$ cat config.mk
export PLATFORM = sky130hd
export DESIGN_NAME = ciaBridge
export DESIGN_NICKNAME = d
export VERILOG_FILES = /design/src/hw/ciaBridgePkg.sv /design/src/hw/ciaCycleSequencer.sv /design/src/hw/ciaAddressDecode.sv /design/src/hw/ciaDataLanes.sv /design/src/hw/ciaBridge.sv
export SDC_FILE = /design/constraint.sdc
export NUM_CORES = 1
export LEC_CHECK = 0
export BUFFER_PORTS_ARGS = -buffer_cell sky130_fd_sc_hd__buf_2
export CORE_UTILIZATION = 43
export CTS_BUF_LIST = sky130_fd_sc_hd__clkbuf_8
export DETAILED_ROUTE_END_ITERATION = 8
export GPL_ROUTABILITY_DRIVEN = 0
export PLACE_DENSITY = 0.91
export REMOVE_ABC_BUFFERS = 1
export SLEW_MARGIN = 30
export SYNTH_ARGS = -nofsm -noshare
export SYNTH_HDL_FRONTEND = slang
export SYNTH_SLANG_ARGS = --single-unit
$ cat constraint.sdc
create_clock -name CLK40 -period 1.75 [get_ports CLK40]
set_input_delay 0.35 -clock CLK40 [delete_from_list [all_inputs] [get_ports CLK40]]
set_output_delay 0.35 -clock CLK40 [all_outputs]
set_load 0.03 [all_outputs]
$ cat src/hw/ciaBridgePkg.sv
// CIA bridge shared types
// CPU request, CIA decode result and CIA pin bundle,
// plus the CIA address map and chip-enable offsets
`default_nettype none

package ciaBridgePkg;

    ////////////////////////////////////////
    // Address map
    ////////////////////////////////////////

    // Upper address byte of the CIA window ($BFxxxx)
    localparam logic [7:0] CIA_PAGE = 8'hBF;
    // CIA-A answers on odd bytes, CIA-B on even bytes
    localparam logic CIA_A_ODD = 1'b1;

    ////////////////////////////////////////
    // Chip-enable offsets into PHI2-high
    ////////////////////////////////////////

    // Reads open early so data settles before PHI2 falls
    localparam int READ_EN_OFFSET = 3;
    // Writes open later, data sheet setup on R/W and data
    localparam int WRITE_EN_OFFSET = 6;

    // CPU side request, held stable while nTIP is low
    typedef struct packed {
        logic [23:0] addr;
        logic        rnw;
        // Big-endian, byte offset 0 in bits 31..24
        logic [31:0] writeData;
    } cpuReq_t;

    // Combinational decode of the request address
    typedef struct packed {
        logic       ciaSpace;
        logic       hitA;
        logic       hitB;
        logic [3:0] regNum;
    } ciaSel_t;

    // Everything driven onto the CIA side
    typedef struct packed {
        logic       nCsA;
        logic       nCsB;
        logic [3:0] rs;
        logic       rnw;
        logic [7:0] dataOut;
        logic       dataOe;
    } ciaPins_t;

endpackage

`default_nettype wire

$ cat src/hw/ciaCycleSequencer.sv
// CIA cycle sequencer
// Divides CLK40 into the PHI2 CIA clock, opens the chip-enable
// window at the data-sheet offsets and ends each access with a
// single-clock TA pulse and a read capture strobe
`timescale 1ns/1ps
`default_nettype none

module ciaCycleSequencer #(
    parameter int PHI2_HALF = 10
) (
    input  wire  CLK40,
    input  wire  nRESET,
    input  wire  ciaSpace,
    input  wire  rnw,
    input  wire  nTIP,
    output logic phi2,
    output logic ciaEnable,
    output logic capture,
    output logic ciaTa
);

    import ciaBridgePkg::*;

    // Full PHI2 period in CLK40 cycles
    localparam int PERIOD = 2 * PHI2_HALF;
    localparam int CNT_W  = $clog2(PERIOD);

    // Counts at which things happen
    localparam logic [CNT_W-1:0] LAST_CNT     = CNT_W'(PERIOD - 1);
    localparam logic [CNT_W-1:0] CLEAR_CNT    = CNT_W'(1);
    localparam logic [CNT_W-1:0] READ_EN_CNT  = CNT_W'(PHI2_HALF + READ_EN_OFFSET);
    localparam logic [CNT_W-1:0] WRITE_EN_CNT = CNT_W'(PHI2_HALF + WRITE_EN_OFFSET);

    logic [CNT_W-1:0] phaseCnt;

    ////////////////////////////////////////
    // PHI2 clock
    ////////////////////////////////////////

    // Free running, wraps at the end of the PHI2 period
    always_ff @(negedge CLK40) begin
        if (!nRESET) begin
            phaseCnt <= '0;
        end else if (phaseCnt == LAST_CNT) begin
            phaseCnt <= '0;
        end else begin
            phaseCnt <= phaseCnt + 1'b1;
        end
    end

    // Low for the first half, high for the second
    assign phi2 = (phaseCnt >= CNT_W'(PHI2_HALF));

    ////////////////////////////////////////
    // Chip enable and termination
    ////////////////////////////////////////

    always_ff @(negedge CLK40) begin
        if (!nRESET) begin
            ciaEnable <= 1'b0;
            ciaTa     <= 1'b0;
            capture   <= 1'b0;
        end else begin
            // TA and capture last exactly one clock
            if (phaseCnt == '0) begin
                ciaTa   <= 1'b0;
                capture <= 1'b0;
            end
            // Window closes just after PHI2 falls
            if (phaseCnt == CLEAR_CNT) begin
                ciaEnable <= 1'b0;
            end
            // Read window
            if (phaseCnt == READ_EN_CNT) begin
                ciaEnable <= rnw && ciaSpace && !nTIP;
            end
            // Write window, also keeps a late-started read open
            if (phaseCnt == WRITE_EN_CNT) begin
                ciaEnable <= ciaSpace && !nTIP;
            end
            // Terminate on the last count of PHI2-high
            if (phaseCnt == LAST_CNT) begin
                ciaTa   <= ciaEnable;
                capture <= ciaEnable && rnw;
            end
        end
    end

    // One TA per access, never stretched
    assert property (@(negedge CLK40) disable iff (!nRESET)
        ciaTa |=> !ciaTa);

    // Window only opens for a cycle the CPU has started
    assert property (@(negedge CLK40) disable iff (!nRESET)
        $rose(ciaEnable) |-> !$past(nTIP));

endmodule

`default_nettype wire

$ cat src/hw/ciaAddressDecode.sv
// CIA address decode
// Finds the CIA window, the chip hits and the register number,
// and registers the CIA selects inside the chip-enable window
`timescale 1ns/1ps
`default_nettype none

module ciaAddressDecode (
    input  wire                   CLK40,
    input  wire                   nRESET,
    input  ciaBridgePkg::cpuReq_t req,
    input  wire                   ciaEnable,
    output ciaBridgePkg::ciaSel_t sel,
    output logic                  nCsA,
    output logic                  nCsB,
    output logic [3:0]            rs,
    output logic                  rnwPin
);

    import ciaBridgePkg::*;

    logic laneA;
    logic selA;
    logic selB;

    ////////////////////////////////////////
    // Window and chip decode
    ////////////////////////////////////////

    always_comb begin
        sel.ciaSpace = (req.addr[23:16] == CIA_PAGE);
        // Chip hits are active low address lines
        sel.hitA     = !req.addr[12];
        sel.hitB     = !req.addr[13];
        sel.regNum   = req.addr[11:8];
    end

    // Byte lane that belongs to CIA-A
    assign laneA = (req.addr[0] == CIA_A_ODD);

    // Each chip only on its own byte lane
    assign selA = ciaEnable && sel.ciaSpace && sel.hitA && laneA;
    assign selB = ciaEnable && sel.ciaSpace && sel.hitB && !laneA;

    ////////////////////////////////////////
    // Registered CIA selects
    ////////////////////////////////////////

    // Pins only move on a CLK40 edge, no decode glitches
    always_ff @(negedge CLK40) begin
        if (!nRESET) begin
            nCsA   <= 1'b1;
            nCsB   <= 1'b1;
            rs     <= '0;
            rnwPin <= 1'b1;
        end else begin
            nCsA   <= !selA;
            nCsB   <= !selB;
            rs     <= sel.regNum;
            // Parked as read outside the window
            rnwPin <= ciaEnable ? req.rnw : 1'b1;
        end
    end

    // A select is only ever loaded from a CIA-space address
    assert property (@(negedge CLK40) disable iff (!nRESET)
        (!nCsA || !nCsB) |-> $past(sel.ciaSpace));

endmodule

`default_nettype wire

$ cat src/hw/ciaDataLanes.sv
// CIA data lanes
// Steers the addressed write byte onto the 8-bit CIA bus and
// returns the read byte replicated on all four CPU lanes
`timescale 1ns/1ps
`default_nettype none

module ciaDataLanes (
    input  wire                   CLK40,
    input  wire                   nRESET,
    input  ciaBridgePkg::cpuReq_t req,
    input  ciaBridgePkg::ciaSel_t sel,
    input  wire                   ciaEnable,
    input  wire                   capture,
    input  wire  [7:0]            ciaDataA,
    input  wire  [7:0]            ciaDataB,
    output logic [7:0]            dataOut,
    output logic                  dataOe,
    output logic [31:0]           readData
);

    import ciaBridgePkg::*;

    logic [7:0] writeByte;
    logic [7:0] liveByte;
    logic [7:0] busByte;
    logic [7:0] heldByte;

    ////////////////////////////////////////
    // Write path
    ////////////////////////////////////////

    // Big-endian lanes, offset 0 is the top byte
    always_comb begin
        case (req.addr[1:0])
            2'd0: writeByte = req.writeData[31:24];
            2'd1: writeByte = req.writeData[23:16];
            2'd2: writeByte = req.writeData[15:8];
            default: writeByte = req.writeData[7:0];
        endcase
    end

    // Registered so data and OE line up with the selects
    always_ff @(negedge CLK40) begin
        dataOut <= writeByte;
    end

    always_ff @(negedge CLK40) begin
        if (!nRESET) begin
            dataOe <= 1'b0;
        end else begin
            // Drive only for a decoded write inside the window
            dataOe <= ciaEnable && sel.ciaSpace && !req.rnw
                      && (sel.hitA || sel.hitB);
        end
    end

    ////////////////////////////////////////
    // Read path
    ////////////////////////////////////////

    // Odd bytes come from CIA-A, even bytes from CIA-B
    assign liveByte = (req.addr[0] == CIA_A_ODD) ? ciaDataA : ciaDataB;

    // Bus sampled every clock
    // The sample taken at the end of PHI2-high is the one kept
    always_ff @(negedge CLK40) begin
        busByte <= liveByte;
    end

    // Frozen at the capture edge, held until the next read
    always_ff @(negedge CLK40) begin
        if (capture) begin
            heldByte <= busByte;
        end
    end

    // Bypass during the TA clock so data is valid with TA
    assign readData = capture ? {4{busByte}} : {4{heldByte}};

endmodule

`default_nettype wire

$ cat src/hw/ciaBridge.sv
// CIA bridge top level
// Connects the cycle sequencer, address decode and data lanes
// between the 68040 local bus and the two 8520 CIAs
`timescale 1ns/1ps
`default_nettype none

module ciaBridge #(
    // PHI2 half period in CLK40 cycles, 10 gives 2 MHz
    parameter int PHI2_HALF = 10
) (
    input  wire                    CLK40,
    input  wire                    nRESET,
    input  ciaBridgePkg::cpuReq_t  req,
    input  wire                    nTIP,
    input  wire  [7:0]             ciaDataA,
    input  wire  [7:0]             ciaDataB,
    output logic                   phi2,
    output ciaBridgePkg::ciaPins_t pins,
    output logic [31:0]            readData,
    output logic                   ciaTa
);

    import ciaBridgePkg::*;

    ciaSel_t    sel;
    logic       ciaEnable;
    logic       capture;
    logic       nCsA;
    logic       nCsB;
    logic [3:0] rs;
    logic       rnwPin;
    logic [7:0] dataOut;
    logic       dataOe;

    ////////////////////////////////////////
    // Timing
    ////////////////////////////////////////

    ciaCycleSequencer #(
        .PHI2_HALF (PHI2_HALF)
    ) ciaCycleSequencer_inst (
        .CLK40     (CLK40),
        .nRESET    (nRESET),
        .ciaSpace  (sel.ciaSpace),
        .rnw       (req.rnw),
        .nTIP      (nTIP),
        .phi2      (phi2),
        .ciaEnable (ciaEnable),
        .capture   (capture),
        .ciaTa     (ciaTa)
    );

    ////////////////////////////////////////
    // Decode and data
    ////////////////////////////////////////

    ciaAddressDecode ciaAddressDecode_inst (
        .CLK40     (CLK40),
        .nRESET    (nRESET),
        .req       (req),
        .ciaEnable (ciaEnable),
        .sel       (sel),
        .nCsA      (nCsA),
        .nCsB      (nCsB),
        .rs        (rs),
        .rnwPin    (rnwPin)
    );

    ciaDataLanes ciaDataLanes_inst (
        .CLK40     (CLK40),
        .nRESET    (nRESET),
        .req       (req),
        .sel       (sel),
        .ciaEnable (ciaEnable),
        .capture   (capture),
        .ciaDataA  (ciaDataA),
        .ciaDataB  (ciaDataB),
        .dataOut   (dataOut),
        .dataOe    (dataOe),
        .readData  (readData)
    );

    // CIA pin bundle
    assign pins = '{nCsA: nCsA, nCsB: nCsB, rs: rs, rnw: rnwPin,
                    dataOut: dataOut, dataOe: dataOe};

endmodule

`default_nettype wire

Word-level counts from Yosys, hierarchy flattened. Cells that the tools add are included.

Input port bits: 76. Register bits: 40. Logic and storage cells: 56.

Equal/unequal tests: 7. Magnitude comparators: 1. Bitwise logic cells: 1. $add $sub $neg: 1. Mux-type cells: 9. Reductions and logical operators: 25.

Operators with widths (count): two-way mux 32 bit (1); case mux 8 bit (3 select lines) (1); logical AND 1 bit (11); equality test 5 bit (second input constant) (2); equality test 8 bit (second input constant) (1); two-way mux 8 bit (1); zero test 1 bit (7); two-way mux 1 bit (6); adder 5 x 1 -> 5 bit (second input constant) (1); equality test 5 x 1 -> 1 bit (second input constant) (1); equality test 5 x 4 -> 1 bit (second input constant) (1); >= comparator 5 x 4 -> 1 bit (second input constant) (1); zero test 5 bit (1); nonzero test 3 bit (1); equality test 2 x 1 -> 1 bit (second input constant) (1); equality test 2 bit (second input constant) (1); zero test 2 bit (1); AND reduction 2 bit (1); nonzero test 2 bit (1); OR reduction 2 bit (1); logical OR 1 bit (1); inverter 1 bit (1).

Logic depth before layout (Yosys ltp). Gate-level depths: netlist of the first run.

Depth in word-level cells: 5. Depth in mapped cells: 5. Mapped depth without buffers: 5.

Hierarchy. From an unflattened synthesis of the first run, not the netlist that was laid out.

Cell total of the unflattened synthesis: 159. Area, all modules: 1971.9 um^2.

By module, submodules not included: ciaDataLanes (times used 1, cells an instance 81, area an instance 1203.7 um^2); ciaCycleSequencer (times used 1, cells an instance 48, area an instance 466.7 um^2); ciaAddressDecode (times used 1, cells an instance 26, area an instance 271.5 um^2); ciaBridge (times used 1, cells an instance 4, area an instance 30.0 um^2).

==> run_results.csv, run 1 <==
group,metric,value,unit
grt,gr-usage-met2,0.452,
setup_path,r2r_start,"ciaCycleSequencer_inst.phaseCnt[0]",
power,p_total,2.52,mW
cts,clk_latency,0.39,ns
min_path,hold_depth,0,
min_path,hold_end,"ciaDataLanes_inst.heldByte[6]",
logic_synthesis,synthFlopType,"dfxtp_1",
route,vias,1733,
power,p_per_area,783,nW/µm²
grt,grt_pass1_vias,1860,
setup_path,r2r_slack,0.09,ns
route,ant_nets,0,
logic_synthesis,yosysWarnings,0,
logic_synthesis,asyncSetResetFlopFracSynth,0,
timing,skew,0.0371,ns
timing,maxSlewHeadroom,0.827,
route,dr.pass1.iters,4,
cts,cts.sinks,40,
logic_synthesis,ys_seq_area_frac,0.463,
setup_path,timing.setup.critical_path_class,"reg -> out",
grt,gr-total-overflow,0,
timing,slew_viol_final,0,
timing,rsz0062_at_grt,"true",
cts,cts_max_path_buffers,2,
placement,post-dp-hpwl,3170,µm
die,std_cell_rows,23,
cts,clkSlewWorstSetupHoldPaths,0.07,ns
timing,setup_slack,-0.865,ns
timing,hold_slack,0.422,ns
logic_synthesis,synth_seq_cells,40,
cells_and_area,drive_gt1_frac,0.635,
die,dieArea,4690,µm²
grt,grt_pass1_wl,7850,µm
grt,grt_util_all_layers,0.237,
die,die_h,68.5,µm
die,die_w,68.5,µm
setup_path,cp.arrival,2.26,ns
power,p_leak,1.62,nW
logic_synthesis,ys_types,38,
grt,use_met3,0.0850,
power,ir_worst_vdd,0.575,mV
route,wl,5360,µm
grt,grt_max_degree,13,
route,post_drt_wl_per_cell,14.9,µm
cts,clock-root-buffer,"clkbuf_8",
outcome,violations,"negative setup slack",
die,ios,126,
timing,setup_viol,54,
setup_path,required,1.40,ns
setup_path,critPathCaptureType,"output pin",
logic_synthesis,synth_area,1900,µm²
timing,finalHoldViolCount,0,
placement,port_buffers,117,
logic_synthesis,synth_top_area_share,0.337,
outcome,status,"finished, violations left",
setup_path,r2r-end,"ciaCycleSequencer_inst.ciaEnable",
flow_run,cap_violations,0,
cts,numCtsBuffers,5,
die,initial_utilization,0.462,
cells_and_area,antennaDiodeCount,0,
logic_synthesis,synth_area_leaders,"dfxtp_1, edfxtp_1, buf_4",
logic_synthesis,synth_edf_count,8,
timing,tightest_slew,0.260,ns
cts,htree_num_levels,2,
cts,cts_tree,"built",
logic_synthesis,synthTopCellsByCount,"dfxtp_1, buf_4",
cells_and_area,final_core_util,0.782,
cells_and_area,nNetsFinal,390,
cells_and_area,area_delta_synth_final,69.3,%
grt,busiest_layer,"met2",
min_path,min_from,"ciaDataLanes_inst.busByte[6]",
logic_synthesis,synthCells,158,
route,drc,0,
logic_synthesis,syn_area_per_cell,12.0,µm²
min_path,hold_class,"reg -> reg",
logic_synthesis,synth_most_common_cell,"dfxtp_1",
setup_path,path_max_fanout,7,
logic_synthesis,yosys.area.top_type,"dfxtp_1",
route,viasPerCell,4.81,
setup_path,cp-start-kind,"register",
grt,gr-usage-met1,0.201,
die,coreArea,4120,µm²
setup_path,rr_worst_depth,10,
grt,antenna_found_initial,0,
route,first_iter_violations,42,
## how the worst max path moves through the flow
stage,start,endpoint,slack [ns]
6_report,ciaCycleSequencer_inst.capture,readData[28],-0.86
5_1_grt,ciaCycleSequencer_inst.capture,readData[16],-0.89
4_1_cts,ciaCycleSequencer_inst.capture,readData[31],-0.84
3_5_place_dp,ciaCycleSequencer_inst.capture,readData[10],-0.53
3_3_place_gp,ciaCycleSequencer_inst.capture,readData[30],-0.51
2_1_floorplan,ciaCycleSequencer_inst.capture,readData[0],-0.78
## final cells by class
cell class | instances | area, µm²
timing repair buffer | 142 | 1150
sequential | 40 | 908
fill | 255 | 898
multi-input combinational | 77 | 823
clock inverter | 42 | 189
clock buffer | 5 | 68.8
tap | 50 | 62.6
inverter | 4 | 15.0
## power breakdown
group / switching [mW] / internal, mW
combinational: 0.153 / 0.198
sequential: 0.0270 / 0.997
clock: 0.602 / 0.541
total: 0.781 / 1.74
## layout by cell type, fill, tap and decap left out, types with 4 or more instances in the layout
master / count
nor2b_1: 4
edfxtp_1: 8
dfxtp_1: 12
buf_6: 57
buf_4: 18
and2_1: 6
mux4_2: 8
o21ai_1: 4
mux2_4: 8
inv_1: 42
nor2_1: 4
clkbuf_8: 5
mux2_1: 8
dfxtp_2: 19
buf_2: 65
## critical path, cell delays in order, from the launching register on
cell and delay, ns:
dfxtp_4 0.39, buf_12 0.14, mux2_4 0.34, buf_6 0.15
## metal layers
metal,up-vias,routed length (µm)
met1,804,1730
met4,0,99
li1,822,-
met2,101,3140
met5,-,0
met3,6,388
## logic make-up (layout without fill, tap and decap cells)
| logic type | count (synthesis) | after routing | synth area share |
|---|---|---|---|
| muxes | 25 | 25 | 0.195 |
| AOI/OAI and AO/OA | 14 | 14 | 0.0487 |
| xor gates and xnor gates | 2 | 2 | 0.00922 |
| adders and majority gates | 4 | 4 | 0.0263 |
| DFF | 40 | 40 | 0.463 |
| and+or+nand+nor | 32 | 32 | 0.104 |
| buffers and inverters | 41 | 193 | 0.153 |
## metrics by stage
step	setup TNS [ns]	std cells	setup WS (ns)	area, µm²
after floorplan	-26.26	122	-0.777	1630
after global placement	-24.73	306	-0.510	2420
after detailed placement	-25.86	306	-0.529	2420
after CTS	-33.33	366	-0.841	3240
after global routing	-34.32	360	-0.890	3220
final	-32.67	360	-0.865	3220
## state kept, by name, indices dropped and copies added (netlist names)
name,flops
ciaCycleSequencer_inst.ciaEnable,1
ciaDataLanes_inst.busByte,8
ciaAddressDecode_inst.nCsA,1
ciaDataLanes_inst.heldByte,8
ciaAddressDecode_inst.nCsB,1
ciaDataLanes_inst.dataOut,8
ciaDataLanes_inst.dataOe,1
ciaCycleSequencer_inst.capture,1
ciaCycleSequencer_inst.phaseCnt,5
ciaAddressDecode_inst.rs,4
ciaCycleSequencer_inst.ciaTa,1
ciaAddressDecode_inst.rnwPin,1
## timing repair
action | in CTS | in global routing
pin swaps | 5 | 2
hold buffers | 0 | 0
resized for setup | 148 | 12
setup buffers | 13 | 3
setup endpoints to repair | 65 | 59
gates cloned | 1 | 0
No activity file was read; power rests on OpenSTA's default activity.
==> run 2, diff against run 1 <==
--- a/config.mk
+++ b/config.mk
@@ -6,6 +6,7 @@
 export NUM_CORES = 1
 export LEC_CHECK = 0
 export BUFFER_PORTS_ARGS = -buffer_cell sky130_fd_sc_hd__buf_2
+export CORE_MARGIN = 10
 export CORE_UTILIZATION = 43
 export CTS_BUF_LIST = sky130_fd_sc_hd__clkbuf_8
 export DETAILED_ROUTE_END_ITERATION = 8
==> run 2 against run 1 <==
Compared with the run above: the run still ends with negative setup slack left; sequential power barely moved; total power fell by 2.5%; register-to-register slack improved by 0.10 ns; via count fell by 1.7%; clock power fell by 4%; hold slack improved by 0.0071 ns; die area rose by 59%; clock skew fell by 0.013 ns; combinational power fell by 6.6%; sequential share of layout area rose by 0.85 points; flip-flop and latch count did not move; final cell count fell by 0.28%; highest routed layer unchanged.
==> run_results.csv, run 2 (synthesis gave the netlist of run 1 again) <==
group,metric,value,unit
die,die_h,86.5,µm
power,p_leak,1.58,nW
die,ios,126,
grt,gr-total-overflow,0,
timing,setup_slack,-0.815,ns
route,vias,1703,
grt,antenna_found_initial,0,
setup_path,cp-start-kind,"register",
setup_path,timing.setup.critical_path_class,"reg -> out",
timing,rsz0062_at_grt,"true",
cells_and_area,fin_area,3120,µm²
setup_path,path_delay_family,"flip-flops",
cells_and_area,fill_cells,285,
power,p_per_area,786,nW/µm²
setup_path,cp_slowest_stage_delay,0.36,ns
route,viasPerCell,4.74,
timing,skew,0.0243,ns
die,dieArea,7480,µm²
timing,setup_tns,-30.84,ns
die,die_w,86.5,µm
flow_run,cap_violations,0,
cells_and_area,largest_registers,"ciaDataLanes_inst.busByte: 8 flops, ciaDataLanes_inst.dataOut: 8 flops, ciaDataLanes_inst.heldByte: 8 flops",
die,coreArea,4320,µm²
power,pwr-share-comb,0.134,
route,drc,0,
cells_and_area,drive_gt1_frac,0.619,
grt,grt_pass1_wl,8830,µm
cells_and_area,layout_common_cells,"buf_2, buf_6, inv_1, buf_4, dfxtp_2",
power,p_int,1.72,mW
placement,dp_cells,308,
outcome,violations,"negative setup slack",
power,switching_share,0.298,
setup_path,cp.arrival,2.21,ns
outcome,status,"finished, violations left",
route,ant_nets,0,
cts,htree_num_levels,2,
setup_path,path_buf_inv,2,
cts,cts_max_path_buffers,2,
grt,grt_max_degree,13,
route,wl,6010,µm
die,std_cell_rows,24,
cells_and_area,antennaDiodeCount,0,
timing,slew_viol_final,0,
setup_path,path_cells,"clkbuf_16 > mux2_4 > buf_6",
timing,maxSlewHeadroom,0.814,
cts,cts.sinks,40,
placement,port_buffers,117,
cells_and_area,area_delta_synth_final,64.3,%
timing,finalHoldViolCount,0,
setup_path,path_max_fanout,5,
route,dr.pass1.iters,4,
placement,place_ws,-0.539,ns
placement,placed_area,2420,µm²
route,post_drt_wl_per_cell,16.7,µm
cells_and_area,layout_commonest_cell,"buf_2",
grt,grt_util_all_layers,0.146,
power,switchingPower,0.732,mW
power,p_seq_frac,0.418,
setup_path,critPathCaptureType,"output pin",
power,ir_worst_vdd,0.467,mV
cts,clkSlewWorstSetupHoldPaths,0.03,ns
cts,clk_latency,0.37,ns
cts,clock-root-buffer,"clkbuf_8",
min_path,hold_class,"reg -> reg",
route,first_iter_violations,26,
cts,cts_tree,"built",
grt,grt_pass1_vias,2038,
timing,tightest_slew,0.275,ns
timing,setup_viol,50,
cts,numCtsBuffers,5,
cells_and_area,instances_no_fill,359,
die,initial_utilization,0.440,
setup_path,required,1.40,ns
setup_path,slowest_stage,"dfxtp_4",
power,clock_power_share,0.449,
placement,post-dp-hpwl,4310,µm
cells_and_area,nNetsFinal,387,
-- run 2: changes by cell type in the layout (fill, tap and decap cells not counted), sizes merged --
cell	before	now
buf	142	138
clkbuf	5	6
-- run 2: power groups by stage --
stage          logic, mW  registers, mW  clock network [mW]
3_3_place_gp       0.276           1.02               0.142
3_5_place_dp       0.286           1.02               0.142
5_1_grt            0.354           1.03                1.26
2_1_floorplan     0.0758           1.07               0.142
4_1_cts            0.323           1.03                1.12
6_report           0.328           1.02                1.10
-- run 2: cell type report --
| cell class | count | area (µm²) | share of cell area |
|---|---|---|---|
| repair buffers | 139 | 1080 | 0.346 |
| well taps | 52 | 65.1 | 0.0208 |
| clock buffers | 5 | 68.8 | 0.0220 |
| flip-flops and latches | 40 | 908 | 0.291 |
| inverters | 4 | 15.0 | 0.00481 |
| multi-input cells | 77 | 796 | 0.255 |
| clock inverters | 42 | 189 | 0.0605 |
-- run 2: per-stage QoR --
step | total power, mW | hold WS, ns | util
floorplan | 1.29 | 0.403 | -
global placement | 1.44 | 0.408 | 0.559
detailed placement | 1.45 | 0.421 | 0.559
CTS | 2.47 | 0.436 | 0.688
global route | 2.64 | 0.444 | 0.722
finish | 2.45 | 0.429 | 0.722
-- run 2: repair_timing --
action	4_1_cts	5_1_grt
hold buffers	0	0
setup endpoints to repair	65	53
gates resized for setup	106	27
gates cloned	0	1
pin swaps	2	1
setup buffers	2	2
-- run 2: final timing paths --
check	slack (ns)	depth (start not counted)	end	startpoint
hold reg to reg	0.43	0	ciaDataLanes_inst.heldByte[4]	ciaDataLanes_inst.busByte[4]
hold / removal	0.43	0	ciaDataLanes_inst.heldByte[4]	ciaDataLanes_inst.busByte[4]
setup reg to reg	0.19	8	ciaCycleSequencer_inst.ciaEnable	ciaCycleSequencer_inst.phaseCnt[0]
setup / recovery	-0.81	3	readData[11]	ciaCycleSequencer_inst.capture
-- run 2: per-layer routing --
layer  wire, µm  GRT usage
met2       3200      0.253
met5          0          0
met1       2070      0.128
met4         79     0.0633
met3        662     0.0976
-- run 2: worst reg2reg max path: stages (launching register included) --
cell and delay [ns]:
dfxtp_2 0.32, inv_2 0.05, buf_4 0.12, buf_4 0.12
buf_4 0.12, ha_1 0.20, nor4bb_2 0.18, a41o_1 0.21
a21o_1 0.15
